**config.mk**
```make
export PLATFORM = sky130hd
export DESIGN_NAME = decode_top
export DESIGN_NICKNAME = d
export VERILOG_FILES = /design/src/source/rv_decode_pkg.sv /design/src/source/decode_top.sv /design/src/source/operand_stage.sv /design/src/source/reg_file.sv /design/src/source/id_stage.sv /design/src/source/imm_extractor.sv /design/src/source/ir_splitter.sv
export SDC_FILE = /design/constraint.sdc
export NUM_CORES = 2
export LEC_CHECK = 0
export BUFFER_PORTS_ARGS = -buffer_cell sky130_fd_sc_hd__buf_2
export CAP_MARGIN = 40
export CORE_AREA = 5 5 353 355
export CTS_BUF_LIST = sky130_fd_sc_hd__clkbuf_4 sky130_fd_sc_hd__clkbuf_8
export DETAILED_ROUTE_END_ITERATION = 12
export DIE_AREA = 0 0 358 360
export GPL_TIMING_DRIVEN = 0
export HOLD_SLACK_MARGIN = 0.1
export PLACE_DENSITY = 0.75
export SYNTH_ARGS = -nofsm -noshare
export SYNTH_HDL_FRONTEND = slang
export SYNTH_SLANG_ARGS = --single-unit
export TNS_END_PERCENT = 30
```
**constraint.sdc**
```tcl
create_clock -name clk -period 16.23 [get_ports clk]
set_input_delay 3.246 -clock clk [delete_from_list [all_inputs] [get_ports clk]]
set_output_delay 3.246 -clock clk [all_outputs]
set_load 0.005 [all_outputs]
```
**src/source/rv_decode_pkg.sv**
```systemverilog
package rv_decode_pkg;

    // Widths with a meaning of their own
    typedef logic [31:0] instr_t;
    typedef logic [31:0] xlen_t;
    typedef logic [4:0]  reg_addr_t;
    typedef logic [6:0]  opcode_t;
    typedef logic [2:0]  funct3_t;
    typedef logic [6:0]  funct7_t;
    typedef logic [11:0] csr_addr_t;

    // Immediate format selector
    typedef logic [2:0]  imm_sel_t;

    localparam imm_sel_t imm_i     = 3'b000;
    localparam imm_sel_t imm_b     = 3'b001;
    localparam imm_sel_t imm_s     = 3'b010;
    localparam imm_sel_t imm_u     = 3'b011;
    localparam imm_sel_t imm_j     = 3'b100;
    localparam imm_sel_t imm_shamt = 3'b101;
    // 3'b110 is left unused
    localparam imm_sel_t imm_none  = 3'b111;

    // RV32I major opcodes
    localparam opcode_t op_lui    = 7'b0110111;
    localparam opcode_t op_auipc  = 7'b0010111;
    localparam opcode_t op_jal    = 7'b1101111;
    localparam opcode_t op_jalr   = 7'b1100111;
    localparam opcode_t op_branch = 7'b1100011;
    localparam opcode_t op_load   = 7'b0000011;
    localparam opcode_t op_store  = 7'b0100011;
    localparam opcode_t op_imm    = 7'b0010011;
    localparam opcode_t op_reg    = 7'b0110011;

endpackage
```
**src/source/decode_top.sv**
```systemverilog
`timescale 1ns/1ps

module decode_top import rv_decode_pkg::*; #(
    parameter int IN_DEPTH    = 4,
    parameter int OUT_CREDITS = 2
) (
    input  logic      clk,
    input  logic      rst,
    input  logic      in_valid,
    input  instr_t    in_instr,
    output logic      in_credit,
    input  logic      wb_en,
    input  reg_addr_t wb_addr,
    input  xlen_t     wb_data,
    input  logic      out_credit,
    output logic      out_valid,
    output reg_addr_t out_rd,
    output opcode_t   out_opcode,
    output funct3_t   out_funct3,
    output funct7_t   out_funct7,
    output csr_addr_t out_csr_addr,
    output xlen_t     out_imm,
    output logic      out_wr_reg_n,
    output xlen_t     out_rs1_data,
    output xlen_t     out_rs2_data
);

    // Decode register to operand stage
    logic      dec_valid;
    logic      dec_ready;
    reg_addr_t dec_rs1;
    reg_addr_t dec_rs2;
    reg_addr_t dec_rd;
    opcode_t   dec_opcode;
    funct3_t   dec_funct3;
    funct7_t   dec_funct7;
    csr_addr_t dec_csr_addr;
    xlen_t     dec_imm;
    logic      dec_wr_reg_n;

    // Register file read ports
    reg_addr_t rs1_addr;
    reg_addr_t rs2_addr;
    xlen_t     rs1_data;
    xlen_t     rs2_data;

    id_stage #(
        .IN_DEPTH (IN_DEPTH)
    ) id_stage_i (
        .clk          (clk),
        .rst          (rst),
        .in_valid     (in_valid),
        .in_instr     (in_instr),
        .in_credit    (in_credit),
        .dec_ready    (dec_ready),
        .dec_valid    (dec_valid),
        .dec_rs1      (dec_rs1),
        .dec_rs2      (dec_rs2),
        .dec_rd       (dec_rd),
        .dec_opcode   (dec_opcode),
        .dec_funct3   (dec_funct3),
        .dec_funct7   (dec_funct7),
        .dec_csr_addr (dec_csr_addr),
        .dec_imm      (dec_imm),
        .dec_wr_reg_n (dec_wr_reg_n)
    );

    reg_file reg_file_i (
        .clk      (clk),
        .rst      (rst),
        .rs1_addr (rs1_addr),
        .rs2_addr (rs2_addr),
        .rs1_data (rs1_data),
        .rs2_data (rs2_data),
        .wb_en    (wb_en),
        .wb_addr  (wb_addr),
        .wb_data  (wb_data)
    );

    operand_stage #(
        .OUT_CREDITS (OUT_CREDITS)
    ) operand_stage_i (
        .clk          (clk),
        .rst          (rst),
        .dec_valid    (dec_valid),
        .dec_ready    (dec_ready),
        .dec_rs1      (dec_rs1),
        .dec_rs2      (dec_rs2),
        .dec_rd       (dec_rd),
        .dec_opcode   (dec_opcode),
        .dec_funct3   (dec_funct3),
        .dec_funct7   (dec_funct7),
        .dec_csr_addr (dec_csr_addr),
        .dec_imm      (dec_imm),
        .dec_wr_reg_n (dec_wr_reg_n),
        .rs1_addr     (rs1_addr),
        .rs2_addr     (rs2_addr),
        .rs1_data     (rs1_data),
        .rs2_data     (rs2_data),
        .out_credit   (out_credit),
        .out_valid    (out_valid),
        .out_rd       (out_rd),
        .out_opcode   (out_opcode),
        .out_funct3   (out_funct3),
        .out_funct7   (out_funct7),
        .out_csr_addr (out_csr_addr),
        .out_imm      (out_imm),
        .out_wr_reg_n (out_wr_reg_n),
        .out_rs1_data (out_rs1_data),
        .out_rs2_data (out_rs2_data)
    );

endmodule

```
**src/source/operand_stage.sv**
```systemverilog
`timescale 1ns/1ps

module operand_stage import rv_decode_pkg::*; #(
    parameter int OUT_CREDITS = 2
) (
    input  logic      clk,
    input  logic      rst,
    input  logic      dec_valid,
    output logic      dec_ready,
    input  reg_addr_t dec_rs1,
    input  reg_addr_t dec_rs2,
    input  reg_addr_t dec_rd,
    input  opcode_t   dec_opcode,
    input  funct3_t   dec_funct3,
    input  funct7_t   dec_funct7,
    input  csr_addr_t dec_csr_addr,
    input  xlen_t     dec_imm,
    input  logic      dec_wr_reg_n,
    output reg_addr_t rs1_addr,
    output reg_addr_t rs2_addr,
    input  xlen_t     rs1_data,
    input  xlen_t     rs2_data,
    input  logic      out_credit,
    output logic      out_valid,
    output reg_addr_t out_rd,
    output opcode_t   out_opcode,
    output funct3_t   out_funct3,
    output funct7_t   out_funct7,
    output csr_addr_t out_csr_addr,
    output xlen_t     out_imm,
    output logic      out_wr_reg_n,
    output xlen_t     out_rs1_data,
    output xlen_t     out_rs2_data
);

    localparam int CNT_W = $clog2(OUT_CREDITS + 1);

    logic             out_pending;
    logic [CNT_W-1:0] credit_cnt;
    logic             capture;

    // Register file is read straight from the decode register
    assign rs1_addr = dec_rs1;
    assign rs2_addr = dec_rs2;

    // Issue needs a filled slot and a credit in hand
    assign out_valid = out_pending && (credit_cnt != '0);
    assign dec_ready = !out_pending || out_valid;
    assign capture   = dec_valid && dec_ready;

    always_ff @(posedge clk) begin
        if (rst) begin
            out_pending <= 1'b0;
        end else if (capture) begin
            out_pending <= 1'b1;
        end else if (out_valid) begin
            out_pending <= 1'b0;
        end
    end

    always_ff @(posedge clk) begin
        if (capture) begin
            out_rd       <= dec_rd;
            out_opcode   <= dec_opcode;
            out_funct3   <= dec_funct3;
            out_funct7   <= dec_funct7;
            out_csr_addr <= dec_csr_addr;
            out_imm      <= dec_imm;
            out_wr_reg_n <= dec_wr_reg_n;
            out_rs1_data <= rs1_data;
            out_rs2_data <= rs2_data;
        end
    end

    // Returned credit and issue may land in the same cycle
    always_ff @(posedge clk) begin
        if (rst) begin
            credit_cnt <= CNT_W'(OUT_CREDITS);
        end else begin
            credit_cnt <= credit_cnt + CNT_W'(out_credit) - CNT_W'(out_valid);
        end
    end

    // Execute unit never returns more than it was given
    assert property (@(posedge clk) disable iff (rst)
        int'(credit_cnt) <= OUT_CREDITS);

    // A credit comes back only for a bundle still outstanding
    assert property (@(posedge clk) disable iff (rst)
        out_credit |-> (int'(credit_cnt) < OUT_CREDITS));

endmodule

```
**src/source/reg_file.sv**
```systemverilog
`timescale 1ns/1ps

module reg_file import rv_decode_pkg::*; (
    input  logic      clk,
    input  logic      rst,
    input  reg_addr_t rs1_addr,
    input  reg_addr_t rs2_addr,
    output xlen_t     rs1_data,
    output xlen_t     rs2_data,
    input  logic      wb_en,
    input  reg_addr_t wb_addr,
    input  xlen_t     wb_data
);

    // x0 has no storage
    xlen_t regs [1:31];

    always_ff @(posedge clk) begin
        if (rst) begin
            for (int i = 1; i < 32; i++) begin
                regs[i] <= '0;
            end
        end else if (wb_en && wb_addr != '0) begin
            regs[wb_addr] <= wb_data;
        end
    end

    // No bypass, a write shows up on the next cycle
    always_comb begin
        if (rs1_addr == '0) begin
            rs1_data = '0;
        end else begin
            rs1_data = regs[rs1_addr];
        end
    end

    always_comb begin
        if (rs2_addr == '0) begin
            rs2_data = '0;
        end else begin
            rs2_data = regs[rs2_addr];
        end
    end

endmodule

```
**src/source/id_stage.sv**
```systemverilog
`timescale 1ns/1ps

module id_stage import rv_decode_pkg::*; #(
    parameter int IN_DEPTH = 4
) (
    input  logic      clk,
    input  logic      rst,
    input  logic      in_valid,
    input  instr_t    in_instr,
    output logic      in_credit,
    input  logic      dec_ready,
    output logic      dec_valid,
    output reg_addr_t dec_rs1,
    output reg_addr_t dec_rs2,
    output reg_addr_t dec_rd,
    output opcode_t   dec_opcode,
    output funct3_t   dec_funct3,
    output funct7_t   dec_funct7,
    output csr_addr_t dec_csr_addr,
    output xlen_t     dec_imm,
    output logic      dec_wr_reg_n
);

    localparam int PTR_W = (IN_DEPTH > 1) ? $clog2(IN_DEPTH) : 1;
    localparam int CNT_W = $clog2(IN_DEPTH + 1);

    instr_t           queue_mem [IN_DEPTH];
    logic [PTR_W-1:0] wr_ptr;
    logic [PTR_W-1:0] rd_ptr;
    logic [CNT_W-1:0] fill;
    logic             pop;

    instr_t    head;
    opcode_t   head_opcode;
    reg_addr_t head_rs1;
    reg_addr_t head_rs2;
    reg_addr_t head_rd;
    funct3_t   head_funct3;
    funct7_t   head_funct7;
    csr_addr_t head_csr_addr;
    imm_sel_t  head_imm_sel;
    xlen_t     head_imm;

    function automatic imm_sel_t imm_sel_from(opcode_t opcode, funct3_t funct3);
        case (opcode)
            op_lui, op_auipc:         return imm_u;
            op_jal:                   return imm_j;
            op_jalr, op_load:         return imm_i;
            op_branch:                return imm_b;
            op_store:                 return imm_s;
            // SLLI, SRLI and SRAI carry a shift amount
            op_imm:                   return (funct3 == 3'b001 || funct3 == 3'b101) ?
                                             imm_shamt : imm_i;
            default:                  return imm_none;
        endcase
    endfunction

    // Low means write; only listed opcodes may write, never x0
    function automatic logic wr_reg_n_from(opcode_t opcode, reg_addr_t rd);
        logic writes;
        writes = (opcode == op_lui) || (opcode == op_auipc) || (opcode == op_imm) ||
                 (opcode == op_reg) || (opcode == op_load) || (opcode == op_jal) ||
                 (opcode == op_jalr);
        return !(writes && rd != '0);
    endfunction

    // Head moves on when the decode register is free or being drained
    assign pop  = (fill != '0) && (!dec_valid || dec_ready);
    assign head = queue_mem[rd_ptr];

    always_ff @(posedge clk) begin
        if (in_valid) begin
            queue_mem[wr_ptr] <= in_instr;
        end
    end

    always_ff @(posedge clk) begin
        if (rst) begin
            wr_ptr    <= '0;
            rd_ptr    <= '0;
            fill      <= '0;
            in_credit <= 1'b0;
        end else begin
            if (in_valid) begin
                wr_ptr <= (wr_ptr == PTR_W'(IN_DEPTH - 1)) ? '0 : wr_ptr + 1'b1;
            end
            if (pop) begin
                rd_ptr <= (rd_ptr == PTR_W'(IN_DEPTH - 1)) ? '0 : rd_ptr + 1'b1;
            end
            fill      <= fill + CNT_W'(in_valid) - CNT_W'(pop);
            // One slot freed, one credit back
            in_credit <= pop;
        end
    end

    ir_splitter ir_splitter_i (
        .ir       (head),
        .opcode   (head_opcode),
        .rs1      (head_rs1),
        .rs2      (head_rs2),
        .rd       (head_rd),
        .funct3   (head_funct3),
        .funct7   (head_funct7),
        .csr_addr (head_csr_addr)
    );

    assign head_imm_sel = imm_sel_from(head_opcode, head_funct3);

    imm_extractor imm_extractor_i (
        .in       (head),
        .imm_type (head_imm_sel),
        .out      (head_imm)
    );

    // Decode pipeline register
    always_ff @(posedge clk) begin
        if (rst) begin
            dec_valid <= 1'b0;
        end else if (pop) begin
            dec_valid <= 1'b1;
        end else if (dec_ready) begin
            dec_valid <= 1'b0;
        end
    end

    always_ff @(posedge clk) begin
        if (pop) begin
            dec_rs1      <= head_rs1;
            dec_rs2      <= head_rs2;
            dec_rd       <= head_rd;
            dec_opcode   <= head_opcode;
            dec_funct3   <= head_funct3;
            dec_funct7   <= head_funct7;
            dec_csr_addr <= head_csr_addr;
            dec_imm      <= head_imm;
            dec_wr_reg_n <= wr_reg_n_from(head_opcode, head_rd);
        end
    end

    // Sender keeps to its credits, so the queue never overflows
    assert property (@(posedge clk) disable iff (rst)
        in_valid |-> (int'(fill) < IN_DEPTH));

endmodule

```
**src/source/imm_extractor.sv**
```systemverilog
`timescale 1ns/1ps

module imm_extractor import rv_decode_pkg::*; (
    input  instr_t   in,
    input  imm_sel_t imm_type,
    output xlen_t    out
);

    // Sign bit is always instruction bit 31
    logic sign;

    assign sign = in[31];

    always_comb begin
        case (imm_type)
            imm_i: begin
                out = {{20{sign}}, in[31:20]};
            end
            imm_s: begin
                out = {{20{sign}}, in[31:25], in[11:7]};
            end
            imm_b: begin
                // Branch offsets are in half-words
                out = {{19{sign}}, sign, in[7], in[30:25], in[11:8], 1'b0};
            end
            imm_u: begin
                out = {in[31:12], 12'b0};
            end
            imm_j: begin
                out = {{11{sign}}, sign, in[19:12], in[20], in[30:21], 1'b0};
            end
            imm_shamt: begin
                // Shift amount only, upper bits hold funct7
                out = {27'b0, in[24:20]};
            end
            default: begin
                out = '0;
            end
        endcase
    end

endmodule

```
**src/source/ir_splitter.sv**
```systemverilog
`timescale 1ns/1ps

module ir_splitter import rv_decode_pkg::*; (
    input  instr_t    ir,
    output opcode_t   opcode,
    output reg_addr_t rs1,
    output reg_addr_t rs2,
    output reg_addr_t rd,
    output funct3_t   funct3,
    output funct7_t   funct7,
    output csr_addr_t csr_addr
);

    // Fixed field positions, shared by all formats
    assign opcode = ir[6:0];
    assign rd     = ir[11:7];
    assign funct3 = ir[14:12];
    assign rs1    = ir[19:15];
    assign rs2    = ir[24:20];
    assign funct7 = ir[31:25];

    // Same bits as the I immediate, unsigned
    assign csr_addr = ir[31:20];

endmodule

```
# [Yosys cells after proc, flatten, opt, wreduce, memory -nomap -nowiden]
# Memory sizes are Yosys's and may differ from the RTL's. A register that Yosys moved wholly into a read port is not among the register bits.
# Index checks and enable logic that the tools add are counted.
[classes] add_sub_neg=6 n_eq_ne=18 muxes=21 n_reduce_logical=29
[ops] cell="$pmux W32 S6" count=1
[ops] cell="$mux W32" count=1
[ops] cell="$reduce_or A32 Y1" count=1
[ops] cell="$eq A7 B6 Y1 const B" count=3
[ops] cell="$eq A7 B7 Y1 const B" count=3
[ops] cell="$pmux W3 S6" count=1
[ops] cell="$eq A7 B5 Y1 const B" count=2
[ops] cell="$mux W1" count=12
[ops] cell="$logic_not A5 Y1" count=2
[ops] cell="$reduce_bool A5 Y1" count=2
[ops] cell="$eq A3 B3 Y1 const B" count=3
[ops] cell="$logic_or A1 B1 Y1" count=9
[ops] cell="$mux W2" count=4
[ops] cell="$eq A7 B2 Y1 const B" count=1
[ops] cell="$eq A3 B1 Y1 const B" count=2
[ops] cell="$eq A3 B2 Y1 const B" count=2
[ops] cell="$reduce_bool A2 Y1" count=3
[ops] cell="$logic_and A1 B1 Y1" count=5
[ops] cell="$mux W5" count=1
[ops] cell="$add A2 B1 Y2 const B" count=2
[ops] cell="$eq A2 B2 Y1 const B" count=2
[ops] cell="$reduce_or A2 Y1" count=2
[ops] cell="$add A3 B1 Y3" count=1
[ops] cell="$logic_not A1 Y1" count=3
[ops] cell="6 further kinds" count=6
[word_totals] ff_bits=156 ramBits=1120 input_bits=74 output_inout_bits=133 wordCells=99 n_memories=2
[mem_list] name="reg_file_i.regs" words=31 width=32 rd=2 rd_clocked_by_memory_dff=2 wr=31 line="reg_file.sv:16" text="xlen_t regs [1:31];"
[mem_list] name="id_stage_i.queue_mem" words=4 width=32 rd=1 rd_clocked_by_memory_dff=1 wr=1 line="id_stage.sv:27" text="instr_t queue_mem [IN_DEPTH];"

# [Depth between registers and ports, before layout]
[logic_depth] ltp_word=9 mapped_depth=10 depth_no_buf=10

# [Hierarchy]
# From an unflattened synthesis, not the netlist that was laid out.
[hier_totals] hier_cells=4109 area_unflattened_um2=66875.4
[by_module_without_submodules] module="reg_file" n_inst=1 cells_per_inst=3500 area_each_um2=54225.8 seq_area_each_um2=30749.5
[by_module_without_submodules] module="id_stage" n_inst=1 cells_per_inst=322 area_each_um2=7643.6 seq_area_each_um2=6376.1
[by_module_without_submodules] module="operand_stage" n_inst=1 cells_per_inst=156 area_each_um2=4180.3 seq_area_each_um2=3993.8
[by_module_without_submodules] module="imm_extractor" n_inst=1 cells_per_inst=87 area_each_um2=495.5 seq_area_each_um2=0.0
[by_module_without_submodules] module="ir_splitter" n_inst=1 cells_per_inst=44 area_each_um2=330.3 seq_area_each_um2=0.0

# [Worst setup path before layout]
# Ideal clock, no wire load.
[synth_timing] kind="reg2reg" start="register operand_stage_i.out_pending" end="register operand_stage_i.out_csr_addr[0], enable pin" setup_ps=623 arrival_time_ps=5951 required_ps=15607 slack_ps=9656 stages_incl_launch_ff=3 path_buffers=0 synth_period_minus_slack_ps=6574 cell_sequence="dfxtp_1 -> nor3b_1 -> nor2b_1"
[synth_via] elab_chain_cells=3 elab_cells_between_ends=4 classes_between="reduce/logical (4)"
[synth_rtl] item="start, declared" line="operand_stage.sv:38" text="logic out_pending;"
[synth_rtl] item="start signal, assigned" line="operand_stage.sv:53" text="out_pending <= 1'b0;"
[synth_rtl] item="start signal, assigned" line="operand_stage.sv:55" text="out_pending <= 1'b1;"
[synth_rtl] item="start signal, assigned" line="operand_stage.sv:57" text="out_pending <= 1'b0;"
[synth_rtl] item="$logic_not A1 Y1 or $logic_and A1 B1 Y1 (tied branches)" line="operand_stage.sv:48, operand_stage.sv:47"
[synth_rtl] item="$logic_or A1 B1 Y1 *" line="operand_stage.sv:48" text="assign dec_ready = !out_pending || out_valid;"
[synth_rtl] item="$logic_and A1 B1 Y1 *" line="operand_stage.sv:49" text="assign capture = dec_valid && dec_ready;"
[synth_rtl] item="named net operand_stage_i.capture" line="operand_stage.sv:40" text="logic capture;"
[synth_rtl] item="end signal, assigned" line="operand_stage.sv:67" text="out_csr_addr <= dec_csr_addr;"
[synth_rtl] item="end, declared" line="operand_stage.sv:29" text="output csr_addr_t out_csr_addr,"
# The timed path passes the listed nets; every way through them passes the cells marked *.
# A chain may end at the register's enable or synchronous reset.

==> reports/metrics.yaml <==
clock_path_buffers: 3
clk-insertion-delay-late_ns: 0.99
synth.avg_cell_area_sq_um: 16.8
leakagePower_uw: 0.0261
fin_crit_sh_pct: 35.2
postRouteAntennaNets: 0
hold_start: "id_stage_i.dec_imm[21]"
clock-sinks: 1355
grt.busiest_layer: "met2"
grt_antenna_before_repair: 18
grt_util_met2_pct: 47.6
layout.nets: 4565
synth_largest_type_area_fraction_pct: 61.1
initial_core_util_pct: 54.4
arrival_ns: 6.28
port_buffers: 205
crit_slowest_cell: "nor2_1"
clock-root-buffer: "clkbuf_8"
drive_gt1_share_pct: 30.1
async_flop_share_pct: 0
worstSetupPathType: "in -> reg"
cp-end-kind: "register"
rows: 128
die_height_um: 360
core_area_sq_um: 121000
crit_fanout: 32
r2r-end: "operand_stage_i.out_rs1_data[0]"
place_area_sq_um: 70500
yosysMostFrequentCell: "edfxtp_1"
power_density_nw_per_um2: 176
crit_family: "simple AND/OR/NAND/NOR gates"
synth_area_leaders: "edfxtp_1, mux4_2, and2_1"
ys_seq_area_share_pct: 61.5
dr.pass1.iters: 8
clk_pin_slew_ns: 0.06
synthToLayoutAreaGrowth_pct: 13.5
ys_types: 59
die_w_um: 358
ys_ff_latch: 1355
cts-hold-fix-buffers: 0
hold_viol: 0
min_period_ns: 5.71
cts_tree: "done"
syn_area_sq_um: 65900
synth_top_area_cell: "edfxtp_1"
rrSetupSlack_ns: 11.90
r2r-start: "id_stage_i.dec_rs1[3]"
critical_path.startpoint: "rst"
outcome: "completed"
grt_max_degree: 33
globalRouteMet3Util_pct: 10.6
synth-main-ff-cell: "edfxtp_1"
cp.required_ns: 16.80
hpwl_um: 152000
slowest_delay_ns: 1.02
ctsResizeCount: 0
viasPerCell: 6.53
yosys_warnings: 0
fin_setup_tns_ns: 0
io_pins: 207
die_area_sq_um: 129000
tightest_slew_ns: 1.04
maxSlewViolCount: 0
fin_util_pct: 61.8
remaining_drc_errors: 0
maxCapViolCount: 0
overflow: 0
synth_common_cells: "edfxtp_1, and2_1, mux4_2"
syn_inst: 3931
gr-usage-met1_pct: 40.5
wl_per_cell_um: 32.9
max_freq_ghz: 0.175
grt_use_total_pct: 32.0
min_path_type: "reg -> reg"
grt_pass1_vias: 41100
routed_wl_um: 207000
htreeDepth: 4
vias: 41000
fillCellCount: 8779
peakVddDrop_mv: 0.132
cts_buffers: 218
synth_edf_count: 1341
finClkSkew_ns: 0.0569
crit_cells: 4
crit_end: "reg_file_i.regs[11][24]"
finalSetupViolCount: 0
worst-path-buf-inv: 1
place.gp.congestion: 0.995
rsz0062_at_grt: "no"
grt_pass1_wl_um: 288000
cts_setup_buffers: 0
reg2regPathDepth: 6
relSlewSlack_pct: 29.5
startpoint_type: "input port"
stdcell_area_sq_um: 74800
drtIter0Drc: 5979
path_cells: "clkbuf_1, nand4b_1, nor2_1, or2_2"
[metal layers]
| metal | vias up | share of wire [%] |
|---|---|---|
| li1 | 16400 | - |
| met1 | 20700 | 33 |
| met2 | 3226 | 45 |
| met3 | 734 | 14 |
| met4 | 14 | 8.3 |
| met5 | - | 0.038 |
[layout make-up]
class | count | area (sq um) | share of cell area (%)
clock buffer | 299 | 3630 | 4.85
buffer | 393 | 1740 | 2.32
timing repair buffer | 299 | 2470 | 3.30
sequential | 1355 | 40500 | 54.2
inverter | 55 | 206 | 0.276
clock inverter | 82 | 612 | 0.818
antenna | 12 | 30.0 | 0.0401
multi-input combinational | 2159 | 23500 | 31.5
tap | 1625 | 2030 | 2.72
[logic make-up after synthesis]
logic type | share of synthesized area, %
buf+inv | 2.95
compound gates | 2.22
simple gates | 10.9
other cells | 0.00569
flops | 61.5
mux | 22.1
fa+ha+maj | 0.201
xor+xnor | 0.0532
[through the flow]
step	power (uW)	worst slack (ns)	std cells	hold WS, ns
6_report	13200	10.52	6279	0.418
5_1_grt	13500	10.64	6268	0.420
4_1_cts	13000	10.79	6261	0.418
3_5_place_dp	10100	9.80	5880	0.405
3_3_place_gp	9910	6.39	5792	0.401
2_1_floorplan	7750	9.66	3962	0.400
[power by group]
group	leakage [uW]	switching [uW]	internal, uW
combinational	0.0110	3380	2300
clock	0.00224	1420	1520
sequential	0.0129	176	4390
total	0.0261	4970	8210
[placed cells by master (no fill, tap or decap), types with 32 or more instances in the layout]
| cell type | synthesis | routed |
|---|---|---|
| conb_1 | 1 | 32 |
| nand2_1 | 72 | 72 |
| inv_1 | 54 | 54 |
| clkbuf_8 | 0 | 221 |
| clkbuf_4 | 0 | 78 |
| nor2_1 | 49 | 49 |
| clkbuf_1 | 268 | 268 |
| a211oi_1 | 45 | 45 |
| and2_1 | 998 | 994 |
| edfxtp_1 | 1341 | 1341 |
| mux4_2 | 574 | 574 |
| clkinv_1 | 0 | 48 |
| mux2i_1 | 98 | 98 |
| buf_12 | 0 | 37 |
| buf_4 | 33 | 33 |
| o21ai_0 | 32 | 32 |
| mux2_2 | 47 | 47 |
| buf_2 | 58 | 276 |
[worst min-delay path by stage]
stage,end,slack [ns],cells past startpoint
after floorplan,operand_stage_i.out_csr_addr[10],0.40,0
after global routing,operand_stage_i.out_csr_addr[9],0.42,0
final,operand_stage_i.out_imm[21],0.42,0
after detailed placement,operand_stage_i.out_imm[20],0.40,0
after CTS,operand_stage_i.out_imm[26],0.42,0
after global placement,operand_stage_i.out_opcode[0],0.40,0
[registers in the layout, summed over array words and instances, names as in the netlist, 2 cells and up, named ones only]
register                      count
operand_stage_i.out_opcode        7
id_stage_i.wr_ptr                 2
operand_stage_i.out_imm          32
operand_stage_i.out_rs1_data     32
id_stage_i.dec_rd                 5
id_stage_i.queue_mem            128
reg_file_i.regs                1024
operand_stage_i.out_rd            5
operand_stage_i.credit_cnt        2
operand_stage_i.out_funct3        3
id_stage_i.fill                   3
id_stage_i.dec_funct3             3
id_stage_i.dec_csr_addr          12
id_stage_i.dec_opcode             7
id_stage_i.rd_ptr                 2
operand_stage_i.out_rs2_data     32
operand_stage_i.out_csr_addr     11
id_stage_i.dec_imm               32
id_stage_i.dec_rs1                5
Power figures use the tool's default switching activity.
